[src/verilog/fft_pkg.sv]
package fft_pkg;

  // transform size
  localparam int fft_points = 16;
  localparam int fft_addr_w = 4;
  localparam int fft_stages = 4;
  localparam int stage_w = 2;

  // fixed-point format
  localparam int sample_w = 16;
  localparam int twiddle_frac = 14;

  // product width and the wider sum width ahead of the halving shift
  localparam int prod_w = 2 * sample_w;
  localparam int acc_w = sample_w + 2;

  // butterfly pipeline depth, input valid to first result
  localparam int bfly_latency = 3;

  typedef logic [fft_addr_w-1:0] fft_addr_t;
  typedef logic [fft_addr_w-2:0] tw_addr_t;
  typedef logic [stage_w-1:0] stage_t;

  typedef struct packed {
    logic signed [sample_w-1:0] re;
    logic signed [sample_w-1:0] im;
  } cplx_t;

  typedef enum logic [2:0] {
    phase_idle,
    phase_prepare,
    phase_butterfly,
    phase_drain,
    phase_arrange,
    phase_done
  } fft_phase_t;

  // reverse the bits of a point index
  function automatic fft_addr_t bit_rev(input fft_addr_t a);
    fft_addr_t r;
    for (int i = 0; i < fft_addr_w; i++) begin
      r[i] = a[fft_addr_w-1-i];
    end
    return r;
  endfunction

endpackage

[src/verilog/fft_sample_ram.sv]
module fft_sample_ram (
  input  logic            clk,
  input  logic            we,
  input  fft_pkg::fft_addr_t addr,
  input  fft_pkg::cplx_t  wdata,
  output fft_pkg::cplx_t  rdata
);
  import fft_pkg::*;

  cplx_t mem [fft_points];

  // read returns the old word on a write cycle
  always_ff @(posedge clk) begin
    if (we) begin
      mem[addr] <= wdata;
    end
    rdata <= mem[addr];
  end

endmodule

[config.mk]
export PLATFORM = sky130hd
export DESIGN_NAME = fft_sample_ram
export DESIGN_NICKNAME = d
export VERILOG_FILES = /design/src/verilog/fft_pkg.sv /design/src/verilog/fft_sample_ram.sv
export SDC_FILE = /design/constraint.sdc
export NUM_CORES = 1
export LEC_CHECK = 0
export BUFFER_PORTS_ARGS = -buffer_cell sky130_fd_sc_hd__buf_2
export CAP_MARGIN = 20
export CORE_MARGIN = 8
export CORE_UTILIZATION = 40
export CTS_CLUSTER_SIZE = 30
export DETAILED_ROUTE_END_ITERATION = 7
export GPL_TIMING_DRIVEN = 0
export SETUP_SLACK_MARGIN = 0.5
export SLEW_MARGIN = 30
export SYNTH_ARGS = -nofsm -noshare
export SYNTH_HDL_FRONTEND = slang
export SYNTH_SLANG_ARGS = --single-unit
[constraint.sdc]
create_clock -name clk -period 6.1 [get_ports clk]
set_input_delay 0 -clock clk [delete_from_list [all_inputs] [get_ports clk]]
set_output_delay 0 -clock clk [all_outputs]
set_load 0.005 [all_outputs]
# Yosys cells after proc, flatten, opt, wreduce, memory -nomap -nowiden

Memory sizes are Yosys's and may differ from the RTL's. A register that Yosys moved wholly into a read port is not among the register bits.
Cells that the tools add are included.

Register bits: 0
Bits in latches: 0
Bits in writable memories: 512
Bits in read-only memories: 0
Input bits: 38
Logic and storage cells: 3
Memories: 1

Memories:

| name | depth | width | rd ports | clocked after memory_dff | write ports | RTL line             | RTL |
|---|---|---|---|---|---|---|---|
| mem  | 16    | 32    | 1        | 1                        | 1           | fft_sample_ram.sv:10 | `cplx_t mem [fft_points];` |

Add/subtract/negate cells: 0
Multipliers: 0
Divide/modulo/power cells: 0
Order comparisons: 0
Equality and inequality tests: 0
Shift operators: 0
Multiplexer cells: 2
Bitwise operators: 0
Reductions and logical operators: 0

Operators by type and width:

| operator          | count |
|---|---|
| 1-bit two-way mux | 2 |

# Depth between registers and ports, before layout

Word-level depth: 2
Mapped depth: 6
Depth with buffers taken out: 3

# Least setup slack after synthesis

OpenSTA, ideal clock, no wires.

Kind: in2reg
From: input port addr[1]
To: memory mem[0][0] (netlist bit), enable pin
Setup time: 0.461 ns
Arrival time: 2.781 ns
Setup slack: 2.858 ns
Stages on the path: 4
Path through: buf_2 -> buf_4 -> clkbuf_1 -> nor3_1

RTL lines:

| what            | RTL line             | RTL |
|---|---|---|
| start, declared | fft_sample_ram.sv:4  | `input fft_pkg::fft_addr_t addr,` |
| end, declared   | fft_sample_ram.sv:10 |  |

No word-level cell before the write port.

# Worst setup path after layout

From: input port addr[0]
To: memory mem[9][19] (netlist bit), enable pin

No word-level cell before the write port.

==> results.md <==
* Status: finished, final reports clean
* Largest family of logic cells by synthesized area: multiplexers
* IO buf count at 67
* Compound-Gate Fraction of Synth Area at 0.0242
* Area Growth Syn to Fin at 20.9%
* Ports at 70
* Crit path cell chain: buf_2 > clkbuf_1 > nand2b_1 > nor2_4 > buf_16 > buf_8
* TritonCTS clock tree: yes
* Critical R2R Launch: mem[10][25]
* DR pass1 iterations at 5
* Hold Path Class: in2reg
* Minimum clock period at 2.00 ns
* Max Fanout on Critical Path at 13
* CTS sink cnt at 544
* Fmax at 499 MHz
* Leak at 7.78 nW
* Number of enable flip-flop cells after synthesis at 512
* Multiplexer share of the synthesized area at 0.145
* Routability Congestion at 0.695
* Metal3 WL at 2.40 mm
* Syn Nets at 878
* Total core area at 49,000 um^2
* Share of the synthesized area in the top cell type at 0.774
* Post-Synth Simple-Gate Area at 0.0127
* Final setup viols at 0
* Layout Skew at 0.0206 ns
* WP depth at 6
* Detailed placement HPWL at 27.7 mm
* Final wirelength at 42.8 mm
* Count of unique library cells instantiated by Yosys at 17
* DRT met1 WL at 17.7 mm
* Total die area at 57,000 um^2
* Number of buffers created by CTS at 54
* FFs w/ async S/R, synth at 0
* Largest cells by area after synthesis: edfxtp_1 (77%), mux4_2 (15%), dfxtp_1 (3.2%)
* Slew @ Worst Pin at 0.919 ns
* Maximum root-to-sink buffer count at 3
* Unrepaired setup endpoints after global routing: false
* CP delay by family, top: buffers and inverters
* Worst path arrival time at 2.29 ns
* Die Width at 239 um
* Slew HR at 0.387
* Layout Nets at 1,077
* Reg-to-reg endpoint: rdata[25]
* CTS resizes at 0
* R2r worst-path depth at 3
* Post-route ant nets at 0
* Detailed Route Iter0 Violations at 621
* Share of layout cells above drive strength 1 at 0.326
* Endpoint of the worst hold path: rdata[30]
* Gate Count Post-Synth at 840
* Worst path required time at 6.38 ns
* Antenna Cells at 0
* DRC Markers at 0
* Mapped Area at 19,900 um^2
* First-pass GRT wire length at 64.4 mm
* Slowest CP cell: clkbuf_1
* Prevailing post-synth register cell: edfxtp_1
* Post-Place Worst Slack at 3.42 ns
* Wire per inst at 24.5 um
* Post-Syn Area per Cell at 23.6 um^2
* CP Buf/Inv Count at 4
* Vias per cell at 5.29
* DR WL met2 at 21.6 mm
* Clock-pin slew on the worst setup and hold paths at 0.06 ns
* Vias in the first global route at 9,938
* Top sig layer: met4
* Worst Hold Depth at 4
* P per Cell Area at 327 nW/um^2
* Fraction of the mapped netlist area in adder cells at 0
* Initial Util at 0.406
* Root Buffer: clkbuf_16
* Global-route total usage across every layer at 0.153
* Worst Setup End Kind: flip-flop
* Fin. max-slew vios at 0
* Area leader, netlist: edfxtp_1
* Flops & latches, synth at 544
* Hold_sp: addr[3]
* Largest net degree at the start of global routing at 17
* Ys Warns at 0
* Worst-skew pair later-pin latency at 0.59 ns
* Sw power at 0.00158 W
* Top-count cell post-synth: edfxtp_1
* Die Y at 239 um
* Clock power frac at 0.414
* Global route overflow at 0
* Row Count at 81
* H-tree depth at 2
* Sequential area share after synthesis at 0.806
* Final Hold Fails at 0
* Fin crit share at 0.329
* Combinational power share at 0.052
* Initial antenna violation count at 0
* CP max stage delay at 0.63 ns
* Via count at 9,245
* CP Class: in2reg
* Seq pwr share at 0.534
* Post-synthesis xor/xnor area fraction at 0
* Final TNS setup at 0 ns
* Switching share of power at 0.201
* Setup slack after layout at 4.10 ns
* Post-synth top cells: edfxtp_1 (512), mux4_2 (128), a22oi_1 (64)
* Int Pwr at 0.00627 W
* R2R Setup Slk at 4.70 ns
* Startpoint Class: primary input
* Max-Cap Viols at 0
* Worst VDD drop at 0.233 mV
## metal layers
metal  track usage  vias to the layer above
met5             0                        -
met4        0.0497                        0
met3        0.0286                       72
met2         0.258                      274
met1         0.198                     4905
li1              -                     3994
## power groups by stage
stage                     combinational [W]  sequential (W)  clock (W)
after floorplan                    0.000202         0.00428          0
after global placement             0.000368         0.00428          0
after detailed placement           0.000401         0.00428          0
after CTS                          0.000419         0.00420    0.00333
after global routing               0.000441         0.00420    0.00347
final                              0.000408         0.00420    0.00325
## cell families (layout without fill, tap and decap cells)
kind of cell           Yosys count  after routing
buffers and inverters           45            287
and+or+nand+nor                 59             59
DFF                            544            544
AOI/OAI and AO/OA               64             64
muxes                          128            128
## tightest hold or removal path: stages
cell     delay [ns]
buf_2          0.16
nor2_1         0.13
a22oi_1        0.19
nand2_1        0.12
## sequential cells by signal, indices dropped and copies added, names as in the netlist
| name | cells |
|---|---|
| rdata | 32 |
| mem | 512 |
## layout make-up
cell class | count | area [um^2]
fillers | 3910 | 24900
flip-flops and latches | 544 | 16000
clock inverters | 17 | 158
clock buffers | 82 | 1590
well taps | 664 | 831
plain buffers | 45 | 231
multi-input cells | 251 | 3730
repair buffers | 143 | 1470
## worst max-delay path by stage
| stage | startpoint | end | slack [ns] |
|---|---|---|---|
| finish | addr[0] | mem[9][19] | 4.10 |
| CTS | addr[0] | mem[9][19] | 4.03 |
| global placement | addr[1] | mem[0][15] | -0.03 |
| detailed placement | addr[0] | mem[9][15] | 3.42 |
| global route | addr[0] | mem[9][18] | 3.92 |
| floorplan | addr[1] | mem[0][0] | 2.86 |
## timing repair
action / 4_1_cts / 5_1_grt
setup buffers: 0 / 0
hold endpoints to repair: 512 / 0
hold buffers: 32 / 0
## through the flow
step / power (W) / std cells / cell area [um^2] / util / hold slack [ns]
after detailed placement: 0.00468 / 1615 / 21900 / 0.448 / 0.381
after global placement: 0.00465 / 1571 / 21000 / 0.430 / 0.374
final: 0.00785 / 1746 / 24000 / 0.491 / 0.0938
after CTS: 0.00794 / 1746 / 24000 / 0.491 / 0.0463
after global routing: 0.00811 / 1746 / 24000 / 0.491 / 0.0968
after floorplan: 0.00448 / 840 / 19900 / - / 0.0989
## cell usage in the layout, fill, tap and decap left out, drive strengths merged
| cell | count |
|---|---|
| clkbuf | 109 |
| mux4 | 128 |
| nand2 | 33 |
| dfxtp | 32 |
| clkinv | 14 |
| nor3 | 4 |
| bufinv | 3 |
| dlygate4sd3 | 32 |
| and2 | 1 |
| buf | 129 |
| nor2 | 13 |
| nor2b | 2 |
| or3b | 1 |
| edfxtp | 512 |
| nand2b | 2 |
| a22oi | 64 |
| nand3 | 1 |
| nand3b | 2 |
Note: power is estimated with default switching activity, not from simulation.
