## src/verilog/fft_pkg.sv

```systemverilog
package fft_pkg;

  // transform size
  localparam int fft_points = 16;
  localparam int fft_addr_w = 4;
  localparam int fft_stages = 4;
  localparam int stage_w = 2;

  // fixed-point format
  localparam int sample_w = 16;
  localparam int twiddle_frac = 14;

  // product width and the wider sum width ahead of the halving shift
  localparam int prod_w = 2 * sample_w;
  localparam int acc_w = sample_w + 2;

  // butterfly pipeline depth, input valid to first result
  localparam int bfly_latency = 3;

  typedef logic [fft_addr_w-1:0] fft_addr_t;
  typedef logic [fft_addr_w-2:0] tw_addr_t;
  typedef logic [stage_w-1:0] stage_t;

  typedef struct packed {
    logic signed [sample_w-1:0] re;
    logic signed [sample_w-1:0] im;
  } cplx_t;

  typedef enum logic [2:0] {
    phase_idle,
    phase_prepare,
    phase_butterfly,
    phase_drain,
    phase_arrange,
    phase_done
  } fft_phase_t;

  // reverse the bits of a point index
  function automatic fft_addr_t bit_rev(input fft_addr_t a);
    fft_addr_t r;
    for (int i = 0; i < fft_addr_w; i++) begin
      r[i] = a[fft_addr_w-1-i];
    end
    return r;
  endfunction

endpackage

```

## src/verilog/fft_addr_gen.sv

```systemverilog
module fft_addr_gen (
  input  logic                clk,
  input  logic                rst_n,
  input  fft_pkg::fft_phase_t phase,
  input  fft_pkg::stage_t     stage,
  output logic                phase_last,
  output fft_pkg::fft_addr_t  rd_addr_a,
  output fft_pkg::fft_addr_t  rd_addr_b,
  output fft_pkg::fft_addr_t  wr_addr,
  output logic                work_we,
  output logic                res_we,
  output fft_pkg::tw_addr_t   twiddle_addr,
  output logic                bfly_in_valid
);
  import fft_pkg::*;

  fft_addr_t                 cnt;
  fft_addr_t                 cnt_d1;
  logic                      counting;
  logic                      copy_phase;
  logic                      copy_d1;
  logic                      issue;
  tw_addr_t                  pair;
  fft_addr_t                 half;
  fft_addr_t                 low_mask;
  fft_addr_t                 top_addr;
  fft_addr_t                 res_addr;
  logic [bfly_latency+1:0]   iss_sr;
  fft_addr_t                 top_sr [bfly_latency+2];

  assign counting   = (phase == phase_prepare) || (phase == phase_butterfly) ||
                      (phase == phase_arrange);
  assign copy_phase = (phase == phase_prepare) || (phase == phase_arrange);

  // one pair on odd counts, so even counts leave the work port free for writes
  assign issue = (phase == phase_butterfly) && cnt[0];
  assign pair  = cnt[fft_addr_w-1:1];

  assign half     = fft_addr_t'(1) << stage;
  assign low_mask = half - 1'b1;
  assign top_addr = ((fft_addr_t'(pair) & ~low_mask) << 1) | (fft_addr_t'(pair) & low_mask);

  assign twiddle_addr = (pair & tw_addr_t'(low_mask)) << (stage_t'(fft_stages - 1) - stage);

  always_comb begin
    case (phase)
      phase_prepare:   rd_addr_a = bit_rev(cnt);
      phase_butterfly: rd_addr_a = top_addr;
      default:         rd_addr_a = cnt;
    endcase
  end
  assign rd_addr_b = top_addr | half;

  always_comb begin
    if (phase == phase_drain) begin
      // hold until only the final bottom write remains
      phase_last = ~|iss_sr[bfly_latency:0];
    end else begin
      phase_last = counting && (cnt == fft_addr_t'(fft_points - 1));
    end
  end

  always_ff @(posedge clk or negedge rst_n) begin
    if (!rst_n) begin
      cnt     <= '0;
      copy_d1 <= 1'b0;
      iss_sr  <= '0;
    end else begin
      if (counting && !phase_last) begin
        cnt <= cnt + 1'b1;
      end else begin
        cnt <= '0;
      end
      copy_d1 <= copy_phase;
      iss_sr  <= {iss_sr[bfly_latency:0], issue};
    end
  end

  // addresses ride along with the strobes
  always_ff @(posedge clk) begin
    cnt_d1    <= cnt;
    top_sr[0] <= top_addr;
    for (int i = 1; i < bfly_latency + 2; i++) begin
      top_sr[i] <= top_sr[i-1];
    end
  end

  assign bfly_in_valid = iss_sr[0];

  // top result first, bottom partner one cycle later
  assign res_we   = iss_sr[bfly_latency] | iss_sr[bfly_latency+1];
  assign res_addr = iss_sr[bfly_latency] ? top_sr[bfly_latency] : (top_sr[bfly_latency+1] | half);

  assign work_we = copy_d1;
  assign wr_addr = res_we ? res_addr : cnt_d1;

endmodule

```

## config.mk

```make
export PLATFORM = sky130hd
export DESIGN_NAME = fft_addr_gen
export DESIGN_NICKNAME = d
export VERILOG_FILES = /design/src/verilog/fft_pkg.sv /design/src/verilog/fft_addr_gen.sv
export SDC_FILE = /design/constraint.sdc
export NUM_CORES = 1
export LEC_CHECK = 0
export BUFFER_PORTS_ARGS = -buffer_cell sky130_fd_sc_hd__clkbuf_2
export CAP_MARGIN = 5
export CELL_PAD_IN_SITES_DETAIL_PLACEMENT = 0
export CELL_PAD_IN_SITES_GLOBAL_PLACEMENT = 1
export CORE_MARGIN = 2
export CORE_UTILIZATION = 34
export DETAILED_ROUTE_END_ITERATION = 8
export PLACE_DENSITY_LB_ADDON = 0.12
export SLEW_MARGIN = 15
export SYNTH_ARGS = -nofsm -noshare
export SYNTH_HDL_FRONTEND = slang
export SYNTH_SLANG_ARGS = --single-unit
export TNS_END_PERCENT = 5
```

## constraint.sdc

```tcl
create_clock -name clk -period 1.6 [get_ports clk]
set_input_delay 0.24 -clock clk [delete_from_list [all_inputs] [get_ports clk]]
set_output_delay 0.24 -clock clk [all_outputs]
set_load 0.02 [all_outputs]
```

# Word-level counts from Yosys, hierarchy flattened
# Memories as Yosys holds them, arrays and structs flattened.
# Cells that the tools add are included.
# W data, S select, Z words.
[totals]
regBits = 14
latch_bits = 0
ramBits = 20
romBits = 0
inputBits = 7
output_inout_bits = 19
word_cells = 37
mem_count = 1
[memory_table]
columns = ["name", "depth", "word_bits", "rd", "rd_ports_with_merged_regs", "wr", "line_no", "text"]
rows = [
  ["top_sr", 5, 4, 5, 0, 5, "fft_addr_gen.sv:29", "fft_addr_t top_sr [bfly_latency+2];"],
]
[classes]
addsub = 3
n_mul = 0
div = 0
order_cmp = 0
n_eq_ne = 5
shifts = 2
muxes = 5
bitwise = 8
reduce_logical = 9
[op_table]
columns = ["cell", "n"]
rows = [
  ["$mux W4", 3],
  ["$or A4 B4 Y4", 3],
  ["$pmux W4 S2", 1],
  ["$and A3 B3 Y3", 2],
  ["$eq A3 B2 Y1 const B", 2],
  ["$add A4 B1 Y4 const B", 1],
  ["$and A3 B4 Y4", 1],
  ["$eq A4 B4 Y1 const B", 1],
  ["$reduce_or A4 Y1", 1],
  ["$shl A1 B2 Y4 const A", 1],
  ["$sub A4 B1 Y4 const B", 1],
  ["$eq A3 B1 Y1 const B", 1],
  ["$eq A3 B3 Y1 const B", 1],
  ["$logic_and A1 B1 Y1", 3],
  ["$logic_or A1 B1 Y1", 3],
  ["$not A3 Y3", 1],
  ["$shl A3 B2 Y3", 1],
  ["$logic_not A1 Y1", 2],
  ["$sub A2 B2 Y2 const A", 1],
  ["$mux W1", 1],
  ["$or A1 B1 Y1", 1],
]

# Depth between registers and ports, before layout
[logic_depth]
depth_word = 8
depth_mapped = 5
mapped_depth_nobuf = 4

# Worst setup path after synthesis
# Ideal clock, no wire load.
[synth_timing]
kind = "register to output"
startpoint = "register cnt[1]"
endpoint = "output rd_addr_a[1]"
arrival_time_ps = 1287
required_ps = 1360
path_slack_ps = 73
path_stages_with_launch = 5
n_path_buf = 1
path_cell_list = "dfrtp_1 > buf_4 > nor3b_2 > a21oi_1 > a211oi_1"
[synth_via]
elab_chain_len = 3
[synth_rtl]
columns = ["element", "line_no", "text"]
rows = [
  ["start, declared", "fft_addr_gen.sv:17", "fft_addr_t cnt;"],
  ["start signal, assigned", "fft_addr_gen.sv:70", "cnt <= cnt + 1'b1;"],
  ["$and A3 B3 Y3", "fft_addr_gen.sv:41", "assign top_addr = ((fft_addr_t'(pair) & ~low_mask) << 1) | (fft_addr_t'(pair) & low_mask);"],
  ["$or A4 B4 Y4", "fft_addr_gen.sv:41", ""],
  ["$pmux W4 S2 (*)", "fft_addr_gen.sv:46", "case (phase)"],
  ["end, declared", "fft_addr_gen.sv:7", "output fft_pkg::fft_addr_t rd_addr_a,"],
]
# Every way passes the cells marked *; elsewhere a longest branch is shown, timed or not.

# Final worst setup path
[layout_timing]
startpoint = "register cnt[3]"
endpoint = "output rd_addr_a[0]"
[layout_via]
elab_chain_len = 1
[layout_rtl]
columns = ["element", "line_no"]
rows = [
  ["$pmux W4 S2", "fft_addr_gen.sv:46"],
]
# No other way between the ends.

==> out/results.ini <==
[power]
p_per_area_nw_per_um2=1150
power.total_mw=1.90
ir_worst_vdd_uv=440
power_leakage_nw=0.770

[global_routing]
first_global_vias=1034
antenna_found_initial=0
grt_max_degree=21
grtUsageTotal_pct=14.4
grt_first_pass_wirelength_mm=4.75
grt-ovfl-total=0

[hold_path]
min_path_cells=0
hold_end=top_sr[0][11]
hp-class=reg2reg
min_from=top_sr[0][7]

[synth]
synth_top_family_by_area=simple AND/OR/NAND/NOR gates
synthMuxAreaShare_pct=1.50
ys_seq_elements=34
ys_seq_area_share_pct=54.9
synthAdderAreaFrac_pct=0.940
syn_inst=132
ys_async_sr_fraction_pct=29.4
yosysTopAreaCellShare_pct=36.1
synth-edff-count=0
synth_area_um2=1330
ys_warn_count=0
avgSynthCellArea_um2=10.1
synth-compound-area-share_pct=13.4
synth.distinct_cells=36
synth_simple_gate_area_share_pct=19.3
synth_ff_type=dfxtp_1
synth_nets=140
yosys.area.top_type=dfxtp_1
synthTopCellsByArea=dfxtp_1, dfrtp_1, nor2_1, o21ai_0, nand2b_1
synth_xor_xnor_area_share_pct=2.63

[timing]
tns_ns=-0.340
finalHoldViolCount=0
slew-limit-headroom_pct=77.0
hold_ws_ns=0.326
finalSetupViolCount=5
clock_skew_ns=0.00282
maxSlewViolCount=0
min_period_ns=1.71
max_freq_ghz=0.586
rsz0062_at_grt=yes
timing.final.ws_setup_ns=-0.106
post-route-period-util_pct=107
worstMarginPinSlew_ns=0.344

[final_layout]
mostFrequentLayoutCells=dfxtp_1, clkbuf_2, buf_4
fin_nets=172
final_layout_size_suffix_gt1_share_pct=36.4
n_antenna_cell=0
final_common_cell=dfxtp_1
post-route-cell-area_um2=1650
fillers=390
area_delta_synth_final_pct=24.1
fin_cells=213
fin_util_pct=44.4

[setup_path]
r2r_cells=4
cp.arrival_ns=1.47
worstSetupStartpoint=cnt[3]
crit_type=reg2out
r2r_start=cnt[0]
worstPathMaxFanout=4
crit_path_start_kind=flip-flop
endpoint_kind=output pin
reg2reg_to=cnt[2]
ff2ff_setup_slack_ns=0.41
crit_required_ns=1.36

[cts]
cts_buffers=5
clock_path_buffers=2
cts.sinks=34
clock_latency_ns=0.28
cts_max_level=2
tritoncts=built
root_buffer=clkbuf_8
clk_pin_slew_worst_paths_ns=0.06

[detailed_routing]
met1_length_mm=1.28
wirelength_mm=2.74
route.detailed.drc=0
wl_per_cell_um=12.9
top_layer=met4
route.met3.wl_um=118
drtIter0Drc=15
vias_per_cell=4.77
antenna_left=0
met2_length_mm=1.29
first_pass_iters=4
num_vias=1016

[placed_design]
portBuffers=25
dp_hpwl_mm=1.90
place_ws_ns=0.0340
placed_area_um2=1480
dp_cells=200
gp_congestion=0.748

[die]
io_pins=26
coreArea_um2=3720
dieArea_um2=4430
initial_core_util_pct=35.8
dieWidth_um=66.6
die_y_um=66.6
num_rows=22

[status]
violations=setup timing
outcome=finished, violations left

[job]
maxCapViolCount=0

[critical path, stage by stage (launching register included)]
cell,delay [ns]
dfrtp_2,0.44
or3b_1,0.38
a21oi_2,0.13
a221oi_1,0.06
buf_4,0.18
[final cells by class]
cell class	count	area (um2)	area share (%)
clock inverters	1	5.00	0.303
multi-input cells	82	531	32.1
flip-flops and latches	34	737	44.6
inverters	6	22.5	1.36
well taps	48	60.1	3.64
repair buffers	35	210	12.7
clock buffers	7	86.3	5.23
[worst max path at each step]
| stage | to | depth (start not counted) |
|---|---|---|
| floorplan | rd_addr_a[1] | 4 |
| global placement | rd_addr_a[0] | 5 |
| detailed placement | rd_addr_a[0] | 5 |
| CTS | rd_addr_a[0] | 4 |
| global route | rd_addr_a[1] | 4 |
| finish | rd_addr_a[0] | 4 |
[flip-flops by register name, indices dropped and copies added (netlist names)]
signal and count:
work_we 1, top_sr 20, iss_sr 5, cnt_d1 4
cnt 4
[cells in the mapped netlist (3+ instances only)]
cell type,number
buf_6,3
buf_2,3
o22ai_1,3
inv_1,6
nand2_1,7
a211oi_1,3
dfxtp_1,24
buf_4,3
nand2b_1,6
nand3_1,5
o21ai_0,8
dfrtp_1,10
a21oi_1,6
and3_1,3
nor2_1,11
or2_2,4
[repair_timing]
action                                 in CTS  in global routing
resized for setup                          12                 15
endpoints found under the hold margin      10                  0
cloned                                      0                  0
pin swaps                                   2                  4
setup endpoints to repair                   9                 13
hold buffers                                1                  0
setup buffers                               4                  0
[cell families after synthesis]
group                    count (synthesis)
multiplexers                             2
XOR/XNOR                                 4
buffers and inverters                   16
AND/OR/NAND/NOR                         46
AO/OA/AOI/OAI                           29
adder cells (fa/ha/maj)                  1
flip-flops                              34
[layer usage]
metal | up-vias | GRT usage (%)
li1 | 506 | -
met1 | 478 | 17.5
met2 | 26 | 23.3
met3 | 6 | 4.90
met4 | 0 | 6.12
met5 | - | 0
[where the power goes]
part	total [mW]	leakage (nW)	switching [mW]	internal, mW
combinational	0.327	0.398	0.186	0.141
sequential	0.950	0.323	0.0340	0.916
clock	0.622	0.0482	0.275	0.346
(Power assumes the default switching activity.)
