### config.mk
export PLATFORM = sky130hd
export DESIGN_NAME = fft_butterfly
export DESIGN_NICKNAME = d
export VERILOG_FILES = /design/src/verilog/fft_pkg.sv /design/src/verilog/fft_butterfly.sv
export SDC_FILE = /design/constraint.sdc
export NUM_CORES = 2
export LEC_CHECK = 0
export BUFFER_PORTS_ARGS = -buffer_cell sky130_fd_sc_hd__buf_2
export CAP_MARGIN = 20
export CORE_MARGIN = 4
export CORE_UTILIZATION = 59
export CTS_CLUSTER_DIAMETER = 60
export DETAILED_ROUTE_END_ITERATION = 10
export HOLD_SLACK_MARGIN = 0.02
export PLACE_DENSITY = 0.78
export SLEW_MARGIN = 15
export SYNTH_ARGS = -nofsm -noshare
export SYNTH_HDL_FRONTEND = slang
export SYNTH_SLANG_ARGS = --single-unit
### constraint.sdc
create_clock -name clk -period 7.96 [get_ports clk]
set_clock_uncertainty 0.05 [all_clocks]
set_input_delay 0.398 -clock clk [delete_from_list [all_inputs] [get_ports clk]]
set_output_delay 0.398 -clock clk [all_outputs]
set_load 0.02 [all_outputs]
### src/verilog/fft_pkg.sv
package fft_pkg;

  // transform size
  localparam int fft_points = 16;
  localparam int fft_addr_w = 4;
  localparam int fft_stages = 4;
  localparam int stage_w = 2;

  // fixed-point format
  localparam int sample_w = 16;
  localparam int twiddle_frac = 14;

  // product width and the wider sum width ahead of the halving shift
  localparam int prod_w = 2 * sample_w;
  localparam int acc_w = sample_w + 2;

  // butterfly pipeline depth, input valid to first result
  localparam int bfly_latency = 3;

  typedef logic [fft_addr_w-1:0] fft_addr_t;
  typedef logic [fft_addr_w-2:0] tw_addr_t;
  typedef logic [stage_w-1:0] stage_t;

  typedef struct packed {
    logic signed [sample_w-1:0] re;
    logic signed [sample_w-1:0] im;
  } cplx_t;

  typedef enum logic [2:0] {
    phase_idle,
    phase_prepare,
    phase_butterfly,
    phase_drain,
    phase_arrange,
    phase_done
  } fft_phase_t;

  // reverse the bits of a point index
  function automatic fft_addr_t bit_rev(input fft_addr_t a);
    fft_addr_t r;
    for (int i = 0; i < fft_addr_w; i++) begin
      r[i] = a[fft_addr_w-1-i];
    end
    return r;
  endfunction

endpackage

### src/verilog/fft_butterfly.sv
module fft_butterfly (
  input  logic           clk,
  input  logic           rst_n,
  input  logic           in_valid,
  input  fft_pkg::cplx_t top,
  input  fft_pkg::cplx_t bottom,
  input  fft_pkg::cplx_t twiddle,
  output logic           out_valid,
  output fft_pkg::cplx_t result
);
  import fft_pkg::*;

  logic                     v1;
  logic                     v2;
  logic                     hold_pending;
  logic signed [prod_w-1:0] p_rr;
  logic signed [prod_w-1:0] p_ii;
  logic signed [prod_w-1:0] p_ri;
  logic signed [prod_w-1:0] p_ir;
  logic signed [prod_w-1:0] mul_re;
  logic signed [prod_w-1:0] mul_im;
  logic signed [acc_w-1:0]  prod_re;
  logic signed [acc_w-1:0]  prod_im;
  logic signed [acc_w-1:0]  sum_re;
  logic signed [acc_w-1:0]  sum_im;
  logic signed [acc_w-1:0]  dif_re;
  logic signed [acc_w-1:0]  dif_im;
  cplx_t                    top_s1;
  cplx_t                    top_s2;
  cplx_t                    dif_hold;

  assign mul_re = p_rr - p_ii;
  assign mul_im = p_ri + p_ir;

  assign sum_re = acc_w'(top_s2.re) + prod_re;
  assign sum_im = acc_w'(top_s2.im) + prod_im;
  assign dif_re = acc_w'(top_s2.re) - prod_re;
  assign dif_im = acc_w'(top_s2.im) - prod_im;

  // stage 1 partial products, stage 2 drop the twiddle fraction
  always_ff @(posedge clk) begin
    p_rr    <= bottom.re * twiddle.re;
    p_ii    <= bottom.im * twiddle.im;
    p_ri    <= bottom.re * twiddle.im;
    p_ir    <= bottom.im * twiddle.re;
    top_s1  <= top;
    prod_re <= mul_re[twiddle_frac +: acc_w];
    prod_im <= mul_im[twiddle_frac +: acc_w];
    top_s2  <= top_s1;
  end

  // stage 3 halves sum and difference, difference follows one cycle later
  always_ff @(posedge clk) begin
    if (v2) begin
      result.re   <= sum_re[sample_w:1];
      result.im   <= sum_im[sample_w:1];
      dif_hold.re <= dif_re[sample_w:1];
      dif_hold.im <= dif_im[sample_w:1];
    end else if (hold_pending) begin
      result <= dif_hold;
    end
  end

  always_ff @(posedge clk or negedge rst_n) begin
    if (!rst_n) begin
      v1           <= 1'b0;
      v2           <= 1'b0;
      hold_pending <= 1'b0;
      out_valid    <= 1'b0;
    end else begin
      v1           <= in_valid;
      v2           <= v1;
      hold_pending <= v2;
      out_valid    <= v2 | hold_pending;
    end
  end

endmodule

# Yosys cells after proc, flatten, opt, wreduce, memory -nomap -nowiden
# Cells that the tools add are included.
# op_classes
add_sub_neg	6
mul	4
mux	2
bitwise	1
n_reduce_logical	1
# op_table
operator	count
16-bit by 16-bit multiplier with 31-bit output	4
32-bit two-way mux	2
16-bit by 17-bit adder with 17-bit output	2
16-bit by 17-bit subtractor with 17-bit output	2
31-bit adder	1
31-bit subtractor	1
2-bit nonzero test	1
1-bit OR	1
# totals
register_bits	290
input_bits	99
out_inout_bits	33

# Depth between registers and ports, before layout
# logic_depth
word_depth	2
mapped_depth	26

# Worst setup path after synthesis
# Ideal clock, no wire load.
# synth_path
path_type	input to register
start	in bottom[31] (netlist name)
end	reg p_ri[28]
t_arrival_ps	6020
t_required_ps	7774
path_slack_ps	1754
stages	21
path_buffers	2
cell_sequence	clkbuf_1 > clkbuf_1 > nand2_1 > inv_1 > fa_1 > fa_1 > fa_1 > fa_1 > fa_1 > inv_1 > fa_1 > inv_1 > ha_1 > or3_1 > or3_1 > o21ai_1 > a211oi_1 > nor4_2 > nor2_1 > a2111oi_0 > a211oi_1
# synth_between
elab_chain_cells	1
# synth_lines
item	line	source
start: declaration	fft_butterfly.sv:6	input fft_pkg::cplx_t bottom,
16-bit by 16-bit multiplier with 31-bit output	fft_butterfly.sv:44	p_ri <= bottom.re * twiddle.im;
end signal: assignment	fft_butterfly.sv:44	
end: declaration	fft_butterfly.sv:18	logic signed [prod_w-1:0] p_ri;
# Every way passes these cells.
# A chain may end at the register's enable or synchronous reset.

# Final worst setup path
# layout_path
start	in bottom[21] (netlist name)
end	reg p_ri[28]
# Same word-level chain as after synthesis.

==> flow_summary_export.csv <==
group,metric,value,unit
global_routing,antenna_found_initial,13,
global_routing,grt.overflow.total,0,
clock_tree,hold_buffers,34,
synthesis,synth_area_leader_cell,"fa_1",
final_layout,fillers,6961,
worst_setup_path,critPathMaxStageDelay,0.65,ns
sta,period_needed,6.74,ns
worst_setup_path,crit_slowest_cell,"buf_2",
worst_setup_path,r2r_start,"p_rr[5]$_DFF_P_",
sta,drv_slew,0,
global_routing,grt_max_degree,61,
worst_setup_path,crit_type,"in -> reg",
routing,drtAntennaViolNets,0,
worst_setup_path,cp.arrival,7.10,ns
final_layout,final_util,63.3,%
synthesis,yosysTopAreaCellShare,41.1,%
sta,worst_slew_pin_slew,1.00,ns
worst_setup_path,critPathLaunch,"bottom[21]",
sta,rsz0062_at_grt,"no",
routing,num_vias,35500,
worst_setup_path,cp_common_cell,"fa_1",
floorplanning,die_h,299,um
final_layout,drive_gt1_share,4.57,%
synthesis,synth_area_leaders,"fa_1 41%, ha_1 11%, inv_1 9.3%, dfxtp_1 8.9%, and2_1 5.9%",
status,status,"finished clean",
synthesis,netlist_area,0.0500,mm2
final_layout,synthToLayoutAreaGrowth,6.02,%
worst_setup_path,path_cells,"buf_2 > and2_1 > fa_1 > inv_1 > fa_1 > fa_1 > fa_1 > inv_1 > fa_1 > fa_1 > ha_1 > a211oi_1 > o21ai_0 > o2111a_1 > o21ai_1 > a211oi_1 > nor4_2 > nor2_1 > a2111oi_0 > a211oi_1",
sta,hold_viol,0,
clock_tree,htreeDepth,2,
worst_setup_path,reg2regPathDepth,11,
synthesis,synth.avg_cell_area,9.37,um2
sta,slew_headroom,33.0,%
final_layout,fin_nets,6927,
sta,setup_violations,0,
synthesis,synth_edf_count,64,
sta,holdWs,0.137,ns
worst_setup_path,path_max_fanout,32,
place,dpl.hpwl,91800,um
clock_tree,clock-sinks,290,
place,gp_congestion,0.878,
sta,setup_total_negative_slack,0,ns
floorplanning,core,0.0838,mm2
clock_tree,insertion_delay,0.55,ns
routing,drtIter0Drc,2534,
clock_tree,cts_tree,"done",
worst_setup_path,required,8.32,ns
routing,drc,0,
floorplanning,rows,106,
final_layout,seq_area,0.00647,mm2
synthesis,yosysSeqAreaShare,12.9,%
final_layout,multi_input_area,0.0381,mm2
synthesis,synth-main-ff-cell,"dfxtp_1",
routing,detail_route.first_pass.iterations,6,
routing,routedWlPerCell,17.9,um
floorplanning,ios,132,
routing,wl,117000,um
min_path,hp-class,"in -> async",
clock_tree,clk_pin_slew,0.06,ns
synthesis,synth-seq-cells,290,
synthesis,yosysWarningCount,0,
floorplanning,design.die.area,0.0895,mm2
worst_setup_path,rrSetupSlack,4.08,ns
flow_run,maxCapViolations,0,
clock_tree,cts_setup_buffers,0,
global_routing,grt_pass1_wl,194000,um
synthesis,synth_cell_type_count,81,
floorplanning,die_w,299,um
worst_setup_path,crit_path_end,"p_ri[28]$_DFF_P_",
synthesis,async_flop_share,1.38,%
worst_setup_path,regToRegEndpoint,"prod_re[15]$_DFF_P_",
clock_tree,numCtsBuffers,36,
floorplanning,start_util,59.7,%
clock_tree,cts_max_path_buffers,3,
place,port_buffers,131,
worst_setup_path,cp-end-kind,"register",
synthesis,syn_nets,6905,
global_routing,grt_pass1_vias,38000,
sta,min_period_over_period,84.7,%
sta,fmax,0.148,GHz
clock_tree,cts_resized,0,
worst_setup_path,worstSetupStartpointType,"primary input",
routing,drt-vias-per-instance,5.44,
clock_tree,cts-root-buf,"clkbuf_16",
global_routing,grt_usage,27.0,%
synthesis,synth_cells,5340,
worst min-delay path by stage:
stage | cells after the start | slack, ns | endpoint | from
after floorplan | 0 | 0.05 | hold_pending$_DFF_PN0_ | rst_n
after global placement | 1 | 0.17 | hold_pending$_DFF_PN0_ | rst_n
after detailed placement | 1 | 0.17 | hold_pending$_DFF_PN0_ | rst_n
after CTS | 2 | 0.12 | out_valid$_DFF_PN0_ | rst_n
after global routing | 2 | 0.14 | v1$_DFF_PN0_ | rst_n
final | 2 | 0.14 | v1$_DFF_PN0_ | rst_n
logic make-up (layout without fill, tap and decap cells):
kind of cell	after synthesis	count (layout)	share of synthesized area (%)
mux	3	3	0.0625
buf+inv	1463	1511	11.0
simple gates	1445	1445	14.2
other cells	0	4	0
xor+xnor	221	221	3.87
fa+ha+maj	1466	1466	52.1
flops	290	290	12.9
compound gates	452	452	5.89
metrics by stage:
| stage | area [um2] | worst slack, ns | std cells |
|---|---|---|---|
| final | 53000 | 1.22 | 6526 |
| after global routing | 53000 | 0.749 | 6523 |
| after CTS | 53000 | 1.33 | 6522 |
| after detailed placement | 51600 | 0.750 | 6424 |
| after global placement | 51600 | 0.862 | 6424 |
| after floorplan | 50000 | 1.75 | 5340 |
cells in the mapped netlist (4+ instances only):
cell type / count
inv_1: 1246
fa_1: 1028
nand2_1: 556
and2_1: 473
ha_1: 438
dfxtp_1: 222
clkbuf_1: 215
nor2_1: 194
xnor2_1: 179
a21oi_1: 157
o21ai_0: 71
edfxtp_1: 64
a21o_1: 50
nor3_1: 50
xor2_1: 42
nand2b_1: 40
nand3_1: 33
nor2b_1: 31
o21a_1: 29
o21bai_1: 27
or3_1: 17
and3_1: 16
a211oi_1: 14
o31ai_1: 11
a31oi_1: 10
nand4_1: 9
o211ai_1: 8
o31a_1: 8
or2_2: 7
o21ai_1: 6
a2111o_1: 5
a22oi_1: 5
a2111oi_0: 4
dfrtp_1: 4
layout by cell type (no fill, tap or decap), types with 8 or more instances in the layout:
cell           netlist  routed
edfxtp_1            64      64
or3_1               17      17
ha_1               438     438
o21ai_0             71      71
buf_2                0     131
fa_1              1028    1028
nor2_1             194     194
nor3_1              50      50
xor2_1              42      42
a21oi_1            157     157
clkbuf_16            0      37
o21bai_1            27      27
o211ai_1             8       8
dlygate4sd3_1        0      34
a31oi_1             10      10
a21o_1              50      50
o31a_1               8       8
nand2_1            556     556
nor2b_1             31      31
and3_1              16      16
xnor2_1            179     179
buf_4                0      35
and2_1             473     473
nand2b_1            40      40
nand3_1             33      33
dfxtp_1            222     222
inv_1             1246    1246
a211oi_1            14      14
nand4_1              9       9
o21a_1              29      29
o31ai_1             11      11
final cells by class:
| type | instances | share of cell area [%] |
|---|---|---|
| antenna | 4 | 0.0189 |
| multi-input combinational | 3587 | 71.8 |
| clock buffer | 45 | 1.82 |
| sequential | 290 | 12.2 |
| tap | 1134 | 2.67 |
| clock inverter | 19 | 0.314 |
| inverter | 1247 | 8.82 |
| timing repair buffer | 200 | 2.37 |
metal layers:
layer	GRT usage (%)	vias up	share of wire [%]
met2	43.4	1394	46
li1	-	16000	-
met4	8.75	10	3.8
met3	4.90	238	8.6
met1	37.6	17900	42
met5	0	-	0.055
flip-flops by register name (all words and copies together), names as in the netlist, 17 cells and up:
register  flops
p_ri         31
result       32
top_s1       32
p_ir         31
p_rr         31
top_s2       32
prod_re      17
p_ii         31
prod_im      17
dif_hold     32
critical path: cells and delay by family:
kind | cells | cell delay [ns]
buffers and inverters | 3 | 0.78
AOI/OAI and AO/OA | 7 | 2.09
adders and majority gates | 7 | 3.13
and+or+nand+nor | 3 | 0.68
Power is not shown: default switching activity piles up to over one toggle a cycle in this logic, so the estimate is an artifact.
