===== config.mk =====
export PLATFORM = sky130hd
export DESIGN_NAME = fft_sequencer
export DESIGN_NICKNAME = d
export VERILOG_FILES = /design/src/verilog/fft_pkg.sv /design/src/verilog/fft_sequencer.sv
export SDC_FILE = /design/constraint.sdc
export NUM_CORES = 1
export LEC_CHECK = 0
export ABC_AREA = 1
export BUFFER_PORTS_ARGS = -buffer_cell sky130_fd_sc_hd__buf_2
export CAP_MARGIN = 40
export CORE_AREA = 2 2 39 41
export CTS_BUF_LIST = sky130_fd_sc_hd__clkbuf_2
export DETAILED_ROUTE_END_ITERATION = 7
export DIE_AREA = 0 0 41 43
export REMOVE_ABC_BUFFERS = 1
export SYNTH_ARGS = -nofsm -noshare
export SYNTH_HDL_FRONTEND = slang
export SYNTH_SLANG_ARGS = --single-unit

===== constraint.sdc =====
create_clock -name clk -period 2.6 [get_ports clk]
set_input_delay 0.39 -clock clk [delete_from_list [all_inputs] [get_ports clk]]
set_output_delay 0.39 -clock clk [all_outputs]
set_load 0.01 [all_outputs]

===== src/verilog/fft_pkg.sv =====
package fft_pkg;

  // transform size
  localparam int fft_points = 16;
  localparam int fft_addr_w = 4;
  localparam int fft_stages = 4;
  localparam int stage_w = 2;

  // fixed-point format
  localparam int sample_w = 16;
  localparam int twiddle_frac = 14;

  // product width and the wider sum width ahead of the halving shift
  localparam int prod_w = 2 * sample_w;
  localparam int acc_w = sample_w + 2;

  // butterfly pipeline depth, input valid to first result
  localparam int bfly_latency = 3;

  typedef logic [fft_addr_w-1:0] fft_addr_t;
  typedef logic [fft_addr_w-2:0] tw_addr_t;
  typedef logic [stage_w-1:0] stage_t;

  typedef struct packed {
    logic signed [sample_w-1:0] re;
    logic signed [sample_w-1:0] im;
  } cplx_t;

  typedef enum logic [2:0] {
    phase_idle,
    phase_prepare,
    phase_butterfly,
    phase_drain,
    phase_arrange,
    phase_done
  } fft_phase_t;

  // reverse the bits of a point index
  function automatic fft_addr_t bit_rev(input fft_addr_t a);
    fft_addr_t r;
    for (int i = 0; i < fft_addr_w; i++) begin
      r[i] = a[fft_addr_w-1-i];
    end
    return r;
  endfunction

endpackage


===== src/verilog/fft_sequencer.sv =====
module fft_sequencer (
  input  logic                clk,
  input  logic                rst_n,
  input  logic                start,
  input  logic                phase_last,
  output fft_pkg::fft_phase_t phase,
  output fft_pkg::stage_t     stage,
  output logic                busy,
  output logic                done
);
  import fft_pkg::*;

  fft_phase_t phase_nxt;
  stage_t     stage_nxt;
  logic       last_stage;

  assign last_stage = (stage == stage_t'(fft_stages - 1));

  always_comb begin
    phase_nxt = phase;
    stage_nxt = stage;
    case (phase)
      phase_idle: begin
        if (start) begin
          phase_nxt = phase_prepare;
          stage_nxt = '0;
        end
      end
      phase_prepare: begin
        if (phase_last) begin
          phase_nxt = phase_butterfly;
        end
      end
      phase_butterfly: begin
        if (phase_last) begin
          phase_nxt = phase_drain;
        end
      end
      phase_drain: begin
        if (phase_last) begin
          phase_nxt = phase_arrange;
        end
      end
      phase_arrange: begin
        // copy-back done, next stage or finish
        if (phase_last) begin
          if (last_stage) begin
            phase_nxt = phase_done;
            stage_nxt = '0;
          end else begin
            phase_nxt = phase_butterfly;
            stage_nxt = stage + 1'b1;
          end
        end
      end
      phase_done: begin
        phase_nxt = phase_idle;
      end
      default: begin
        phase_nxt = phase_idle;
        stage_nxt = '0;
      end
    endcase
  end

  always_ff @(posedge clk or negedge rst_n) begin
    if (!rst_n) begin
      phase <= phase_idle;
      stage <= '0;
    end else begin
      phase <= phase_nxt;
      stage <= stage_nxt;
    end
  end

  assign busy = (phase != phase_idle);
  assign done = (phase == phase_done);

endmodule


# Word-level counts from Yosys, hierarchy flattened
# Index checks and enable logic that the tools add are counted.
# word_totals
word_cells	31
in_bits	4
reg_bits	5
output_inout_bits	7
# op_classes
addsub	1
n_reduce_logical	5
n_mux	11
bitwise	1
eq_ne	11
# op_table
cell	n
3-bit 2-to-1 mux	6
3-bit one-hot mux with 5 select lines	1
2-bit inequality test, second input constant	5
3-bit by 2-bit == test with 1-bit output, second input constant	2
3-bit == test, second input constant	2
2-bit 2-to-1 mux	3
2-bit one-hot mux with 3 select lines	1
5-bit AND reduction	1
4-bit OR reduction	1
3-bit by 1-bit == test with 1-bit output, second input constant	1
3-bit zero test	1
3-bit AND reduction	1
3-bit nonzero test	1
2-bit by 1-bit adder with 2-bit output, second input constant	1
2-bit == test, second input constant	1
1-bit NOT	1

# Logic depth before layout (Yosys ltp)
# Gate-level depths: netlist of run 1.
# logic_depth
word_depth	4
depth_mapped	7
mapped_depth_nobuf	7

# Worst setup path before layout of run 1
# Ideal clock, no wire load.
# synth_timing
kind	reg2out
start	register phase[1]
end	output done
arrival_time_ns	0.806
stages_incl_launch_ff	4
slack_ns	1.404
cell_sequence	dfrtp_1 inv_1 nand2_1 nor2_1
# synth_via
elab_chain_len	1
# synth_lines
element	line	source
start, declared	fft_sequencer.sv:6	output fft_pkg::fft_phase_t phase,
start signal, assigned	fft_sequencer.sv:68	phase <= phase_idle;
start signal, assigned	fft_sequencer.sv:71	phase <= phase_nxt;
3-bit == test	fft_sequencer.sv:77	assign done = (phase == phase_done);
end, declared	fft_sequencer.sv:9	output logic done
# No other way between the ends.

# Final worst setup path of run 1
# layout_timing
start	register phase[1]
end	output busy
# layout_via
elab_chain_len	1
# layout_lines
element	line	source
3-bit nonzero test	fft_sequencer.sv:76	assign busy = (phase != phase_idle);
end, declared	fft_sequencer.sv:8	output logic busy,
# No other way between the ends.

==> metrics.md, run 1 <==
| Metric | Value |
|---|---|
| Slew HR | `85.1%` |
| Final WL | `700 µm` |
| Logic depth of the worst register-to-register path | `6` |
| Worst path cell trace | `nor2_2, nand2_1, buf_2` |
| Final Skew | `2.16 ps` |
| Delay-heaviest family, CP | `flip-flops` |
| Global-route usage over all layers | `10.7%` |
| Period utilisation layout | `57.4%` |
| N_diodes | `0` |
| CTS tree | `built` |
| Commonest non-fill, non-tap cell in the layout | `nand2_1` |
| Yosys reg bits | `5` |
| Largest buffer count on any clock path | `2` |
| Area Overhead vs Synth | `29.3%` |
| Worst skew pair latency | `210 ps` |
| Vias per inst | `4.30` |
| Initial antenna violation count | `0` |
| Worst EP required | `2210 ps` |
| Reg2reg end | `phase[1]` |
| Die Wd | `41 µm` |
| Max Freq | `670 MHz` |
| Multi-input logic area | `190 µm²` |
| Crit end category | `output port` |
| Share of cells above drive strength 1 | `32.3%` |
| Number of global-route vias before repair | `324` |
| CTS H-tree lvls | `1` |
| Antenna-violating nets left | `0` |
| Largest net degree at the start of global routing | `10` |
| CTS root buf | `clkbuf_2` |
| Max IR drop VDD | `0.000410 V` |
| Final setup vio count | `0` |
| CP max stage cell | `dfrtp_1` |
| Avg Cell Area, Syn | `6.83 µm²` |
| Arr. time, crit path | `1100 ps` |
| CTS sink count | `5` |
| Total power per unit cell area | `1130 nW/µm²` |
| Leakage Power | `0.251 nW` |
| Min-Delay Path Class | `input pin to asynchronous set/reset pin` |
| CP Buf/Inv Count | `1` |
| Core footprint | `1380 µm²` |
| IO Count | `11` |
| Critical Path Max Stage Delay | `450 ps` |
| Mapped Area | `342 µm²` |
| Synthesized instance count | `50` |
| Synth Warn # | `0` |
| Initial DRC Count | `17` |
| Die area | `1760 µm²` |
| Final Max Slew Viols | `0` |
| Routed len/inst | `8.64 µm` |
| WS Path Type | `flip-flop to output port` |
| Final net count | `71` |
| Chip height | `43 µm` |
| DRC Markers | `0` |
| Std cell rows | `14` |
| Outcome | `complete, no violations` |
| Fillcell total | `160` |
| Most frequent cells in the layout | `nand2_1 (18), buf_2 (10), dfrtp_1 (5)` |
| Crit path time final | `1490 ps` |
| Congestion Overflow GR | `0` |
| Register area share after synthesis | `36.6%` |
| Total number of vias | `348` |
| CP startpoint kind | `flip-flop` |
| Measured slew at the worst slew-check pin | `224 ps` |
| Critical R2R Launch | `phase[1]` |
| Max Cap Viol | `0` |
| Fin util | `31.9%` |
| HPWL after detailed placement | `588 µm` |
| Drt first pass iters | `4` |
| Post-route setup TNS | `0 ps` |
| Sequential cell area | `125 µm²` |
| Port bufs | `10` |
| GPL Wtd Cong | `0.808` |
| Initial Utilization | `24.7%` |
| RSZ-0062 raised after global routing | `no` |
| R2R setup slack | `1380 ps` |
| Global-route wire length before repair | `1300 µm` |
| Critical path peak fanout | `7` |
| CTS clk-pin slew, worst paths | `50 ps` |
| Synth cell types | `15` |
| Hold Fails Final Rpt | `0` |
| CTS Buf Count | `3` |
==> metal layers <==
layer,track usage [%],routed length (µm)
met2,13.1,298
met3,3.14,45
met5,0,0
met4,6.00,0
met1,16.2,356
==> worst register-to-register path: stages, from the launching register on <==
cell and delay, ps:
dfrtp_1 450, nor2_2 240, nand3_2 150, nand2_2 120
nor2_2 50, nand2_1 50, nand2_1 50
==> power breakdown <==
part | switching [W] | leakage, nW | internal, W
logic | 0.000172 | 0.169 | 0.000103
clock network | 0.0000282 | 0.0166 | 0.0000407
registers | 0.0000467 | 0.0657 | 0.000108
total | 0.000247 | 0.251 | 0.000251
==> through the flow <==
step / hold WS [ps] / power, W / instance area [µm²] / instances / setup slack, ps
2_1_floorplan: 94.4 / 0.000347 / 342 / 50 / 1400
3_3_place_gp: 206 / 0.000432 / 412 / 76 / 1350
3_5_place_dp: 209 / 0.000432 / 412 / 76 / 1320
4_1_cts: 508 / 0.000505 / 442 / 81 / 1080
5_1_grt: 523 / 0.000558 / 442 / 81 / 1010
6_report: 518 / 0.000499 / 442 / 81 / 1110
==> cell type report <==
class                           count  share of cell area, %
Inverter                            7                   5.95
Clock buffer                        4                   4.53
Sequential cell                     5                   28.3
Timing Repair Buffer               11                   13.6
Multi-Input combinational cell     38                   43.1
Tap cell                           16                   4.53
==> state kept, by name, indices dropped and copies added, names as in the netlist <==
name,count
phase,3
stage,2
==> worst max path at each step <==
stage,from,endpoint,slack (ps),cells past startpoint
floorplan,phase[1],done,1400,3
global placement,phase[1],busy,1350,3
detailed placement,phase[1],busy,1320,3
CTS,phase[1],busy,1080,3
global route,phase[1],busy,1010,3
finish,phase[1],busy,1110,3
==> logic make-up (layout without fill, tap and decap cells) <==
| logic type | Yosys count | after routing | share of synthesized area [%] |
|---|---|---|---|
| AOI/OAI and AO/OA | 5 | 5 | 7.32 |
| DFF | 5 | 5 | 36.6 |
| and+or+nand+nor | 32 | 32 | 44.7 |
| buffers and inverters | 7 | 22 | 7.69 |
| adders and majority gates | 1 | 1 | 3.66 |
==> timing repair <==
item | in CTS | in global routing
setup buffers | 0 | 0
resized for setup | 0 | 0
hold buffers | 1 | 0
hold endpoints to repair | 5 | 0
==> synth_stat cells (all sizes together) <==
library cell | instances | share of area (%)
and2 | 1 | 1.8
clkinv | 1 | 1.1
dfrtp | 5 | 37
ha | 1 | 3.7
inv | 6 | 6.6
nand2 | 19 | 22
nand3 | 6 | 12
nand4 | 2 | 3.7
nor2 | 4 | 5.9
o21ai | 5 | 7.3
No activity file was read; power rests on OpenSTA's default activity.
==> run 2: changes to the inputs <==
Clock period 2.6 ns to 1.4 ns, I/O delays scaled along.
==> metrics.md, run 2 (synthesis gave the netlist of run 1 again) <==
| Metric | Value |
|---|---|
| Outcome | `complete, no violations` |
| CTS root buf | `clkbuf_2` |
| Hold Fails Final Rpt | `0 (unchanged)` |
| Max IR drop VDD | `0.000703 V (+71%)` |
| Total number of vias | `359 (+3.2%)` |
| Most frequent cells in the layout | `nand2_1 (18), buf_2 (10)` |
| Die area | `1760 µm² (unchanged)` |
| Worst EP required | `1190 ps (-1020 ps)` |
| Arr. time, crit path | `1080 ps (-20 ps)` |
| CTS H-tree lvls | `1 (unchanged)` |
| Final worst slack | `115 ps (-992 ps)` |
| HPWL after detailed placement | `598 µm (+1.7%)` |
| Final setup vio count | `0 (unchanged)` |
| Leakage Power | `0.250 nW (-0.46%)` |
| Routed len/inst | `8.80 µm (+1.9%)` |
| Number of global-route vias before repair | `345 (+6.5%)` |
| Post-CTS Setup Repair Bufs | `0 (unchanged)` |
| Initial antenna violation count | `0 (unchanged)` |
| Largest buffer count on any clock path | `2 (unchanged)` |
| Global-route usage over all layers | `11.4% (+0.71 points)` |
| Metal-1 WL | `332 µm (-6.7%)` |
| WS Path Type | `flip-flop to output port` |
| CP startpoint kind | `flip-flop` |
| Delay-heaviest family, CP | `flip-flops` |
| Drt first pass iters | `4 (unchanged)` |
| Logic depth of the worst register-to-register path | `6 (unchanged)` |
| Worst skew pair latency | `210 ps (about the same)` |
| Final WL | `713 µm (+1.9%)` |
| # placed instances | `76 (unchanged)` |
| Fin util | `32.0% (+0.090 points)` |
| Min-Delay Path Class | `input pin to asynchronous set/reset pin` |
| IO Count | `11 (unchanged)` |
| Final Skew | `0.216 ps (-1.94 ps)` |
| Vias per inst | `4.43 (+3.2%)` |
| Max Cap Viol | `0 (unchanged)` |
| Fillcell total | `161 (+0.63%)` |
| Initial Utilization | `24.7% (unchanged)` |
| DRC Markers | `0 (unchanged)` |
| Comb pwr share | `55.1% (about the same)` |
| Port bufs | `10 (unchanged)` |
| Measured slew at the worst slew-check pin | `209 ps (-15.0 ps)` |
| Crit end category | `output port` |
| CP Buf/Inv Count | `1 (unchanged)` |
| Core footprint | `1380 µm² (unchanged)` |
| Initial DRC Count | `3 (-14)` |
| Critical path peak fanout | `7 (unchanged)` |
| Dpl ws | `219 ps (-1100 ps)` |
| Die Wd | `41 µm (unchanged)` |
| Final net count | `71 (unchanged)` |
| Sequential cell area | `126 µm² (+1.0%)` |
| Post-route setup TNS | `0 ps (unchanged)` |
| Largest net degree at the start of global routing | `10 (unchanged)` |
| Met2 WL post-DR | `339 µm (+14%)` |
| GPL Wtd Cong | `0.886 (+9.7%)` |
| Chip height | `43 µm (unchanged)` |
| Worst path cell trace | `nor2_2, nand2_1, buf_2` |
| Top sig layer | `met3` |
| Top reg by flops | `phase` |
| RSZ-0062 raised after global routing | `no` |
| Metal3 WL | `42 µm (-6.7%)` |
| Top Registers | `phase x3, stage x2` |
| Switching part of the total power | `49.4% (-0.17 points)` |
| Final Max Slew Viols | `0 (unchanged)` |
| Critical path depth | `3 (unchanged)` |
| CP max stage cell | `dfrtp_2` |
| Antenna-violating nets left | `0 (unchanged)` |
| Congestion Overflow GR | `0 (unchanged)` |
| N_diodes | `0 (unchanged)` |
| CTS sink count | `5 (unchanged)` |
| CTS Buf Count | `3 (unchanged)` |
| CTS clk-pin slew, worst paths | `50 ps (about the same)` |
| Clock power share | `14.0% (+0.2 points)` |
| Switch Pwr | `0.000459 W (+86%)` |
| Sequential Power Share | `31.0% (about the same)` |
| Max Freq | `778 MHz` |
| Slew HR | `86.1% (+1.0 points)` |
| Multi-input logic area | `190 µm² (unchanged)` |
| Internal | `0.000470 W (+87%)` |
| Share of cells above drive strength 1 | `33.8% (+1.5 points)` |
| Crit path time final | `1290 ps` |
| CTS tree | `built` |
| Area Overhead vs Synth | `29.7%` |
| Commonest non-fill, non-tap cell in the layout | `nand2_1` |
| Critical Path Max Stage Delay | `440 ps (about the same)` |
| Std cell rows | `14 (unchanged)` |
| Max reg flops | `3 (unchanged)` |
| Period utilisation layout | `91.8%` |
| Layout Cells excl Fill | `81 (unchanged)` |
| Total power per unit cell area | `2100 nW/µm² (+86%)` |
| Global-route wire length before repair | `1320 µm (+1.5%)` |
==> run 2: changes by cell type in the layout (fill, tap and decap cells not counted) <==
| cell | change |
|---|---|
| dfrtp_1 | -1 |
| dfrtp_2 | +1 |
==> run 2: what timing repair did <==
item,4_1_cts,5_1_grt
endpoints found under the hold margin,5,0
resized for setup,0,1
hold buffers,1,0
setup endpoints to repair,0,2
==> run 2: metal layers <==
metal	track usage, %	up-vias
li1	-	189
met1	13.2	159
met3	3.66	0
met4	10.0	0
met5	0	-
met2	15.9	11
==> run 2: worst paths after layout <==
check / from / to / slack (ps)
setup / recovery: phase[1] / busy / 110
hold / removal: rst_n / phase[0] / 340
setup reg to reg: phase[1] / phase[1] / 240
hold reg to reg: stage[1] / stage[1] / 530
max in group asynchronous: rst_n / phase[1] / 920
min in group clk: phase_last / phase[2] / 360
==> run 2: power groups by stage <==
stage / Combinational (W) / Sequential [W] / Clock, W
6_report: 0.000512 / 0.000288 / 0.000130
3_5_place_dp: 0.000513 / 0.000289 / 0
3_3_place_gp: 0.000511 / 0.000289 / 0
2_1_floorplan: 0.000342 / 0.000302 / 0
4_1_cts: 0.000517 / 0.000286 / 0.000140
5_1_grt: 0.000594 / 0.000303 / 0.000148
==> run 2: final cells by class <==
| type | count | share of cell area (%) |
|---|---|---|
| well taps | 16 | 4.52 |
| inverters | 7 | 5.93 |
| repair buffers | 11 | 13.6 |
| multi-input cells | 38 | 42.9 |
| clock buffers | 4 | 4.52 |
| flip-flops and latches | 5 | 28.5 |
==> run 2: metrics by stage <==
| stage | instance area, µm² | power [W] | hold WS [ps] |
|---|---|---|---|
| after floorplan | 342 | 0.000644 | -85.6 |
| after global placement | 412 | 0.000801 | 29.9 |
| after detailed placement | 412 | 0.000802 | 30.1 |
| after CTS | 442 | 0.000943 | 320 |
| after global routing | 443 | 0.00104 | 337 |
| final | 443 | 0.000930 | 341 |
==> run 2: worst register-to-register path: stages (launching register included) <==
cell	delay, ps
dfrtp_2	440
nor2_2	210
nand3_2	140
nand2_2	110
nor2_2	50
nand2_1	50
nand2_1	50
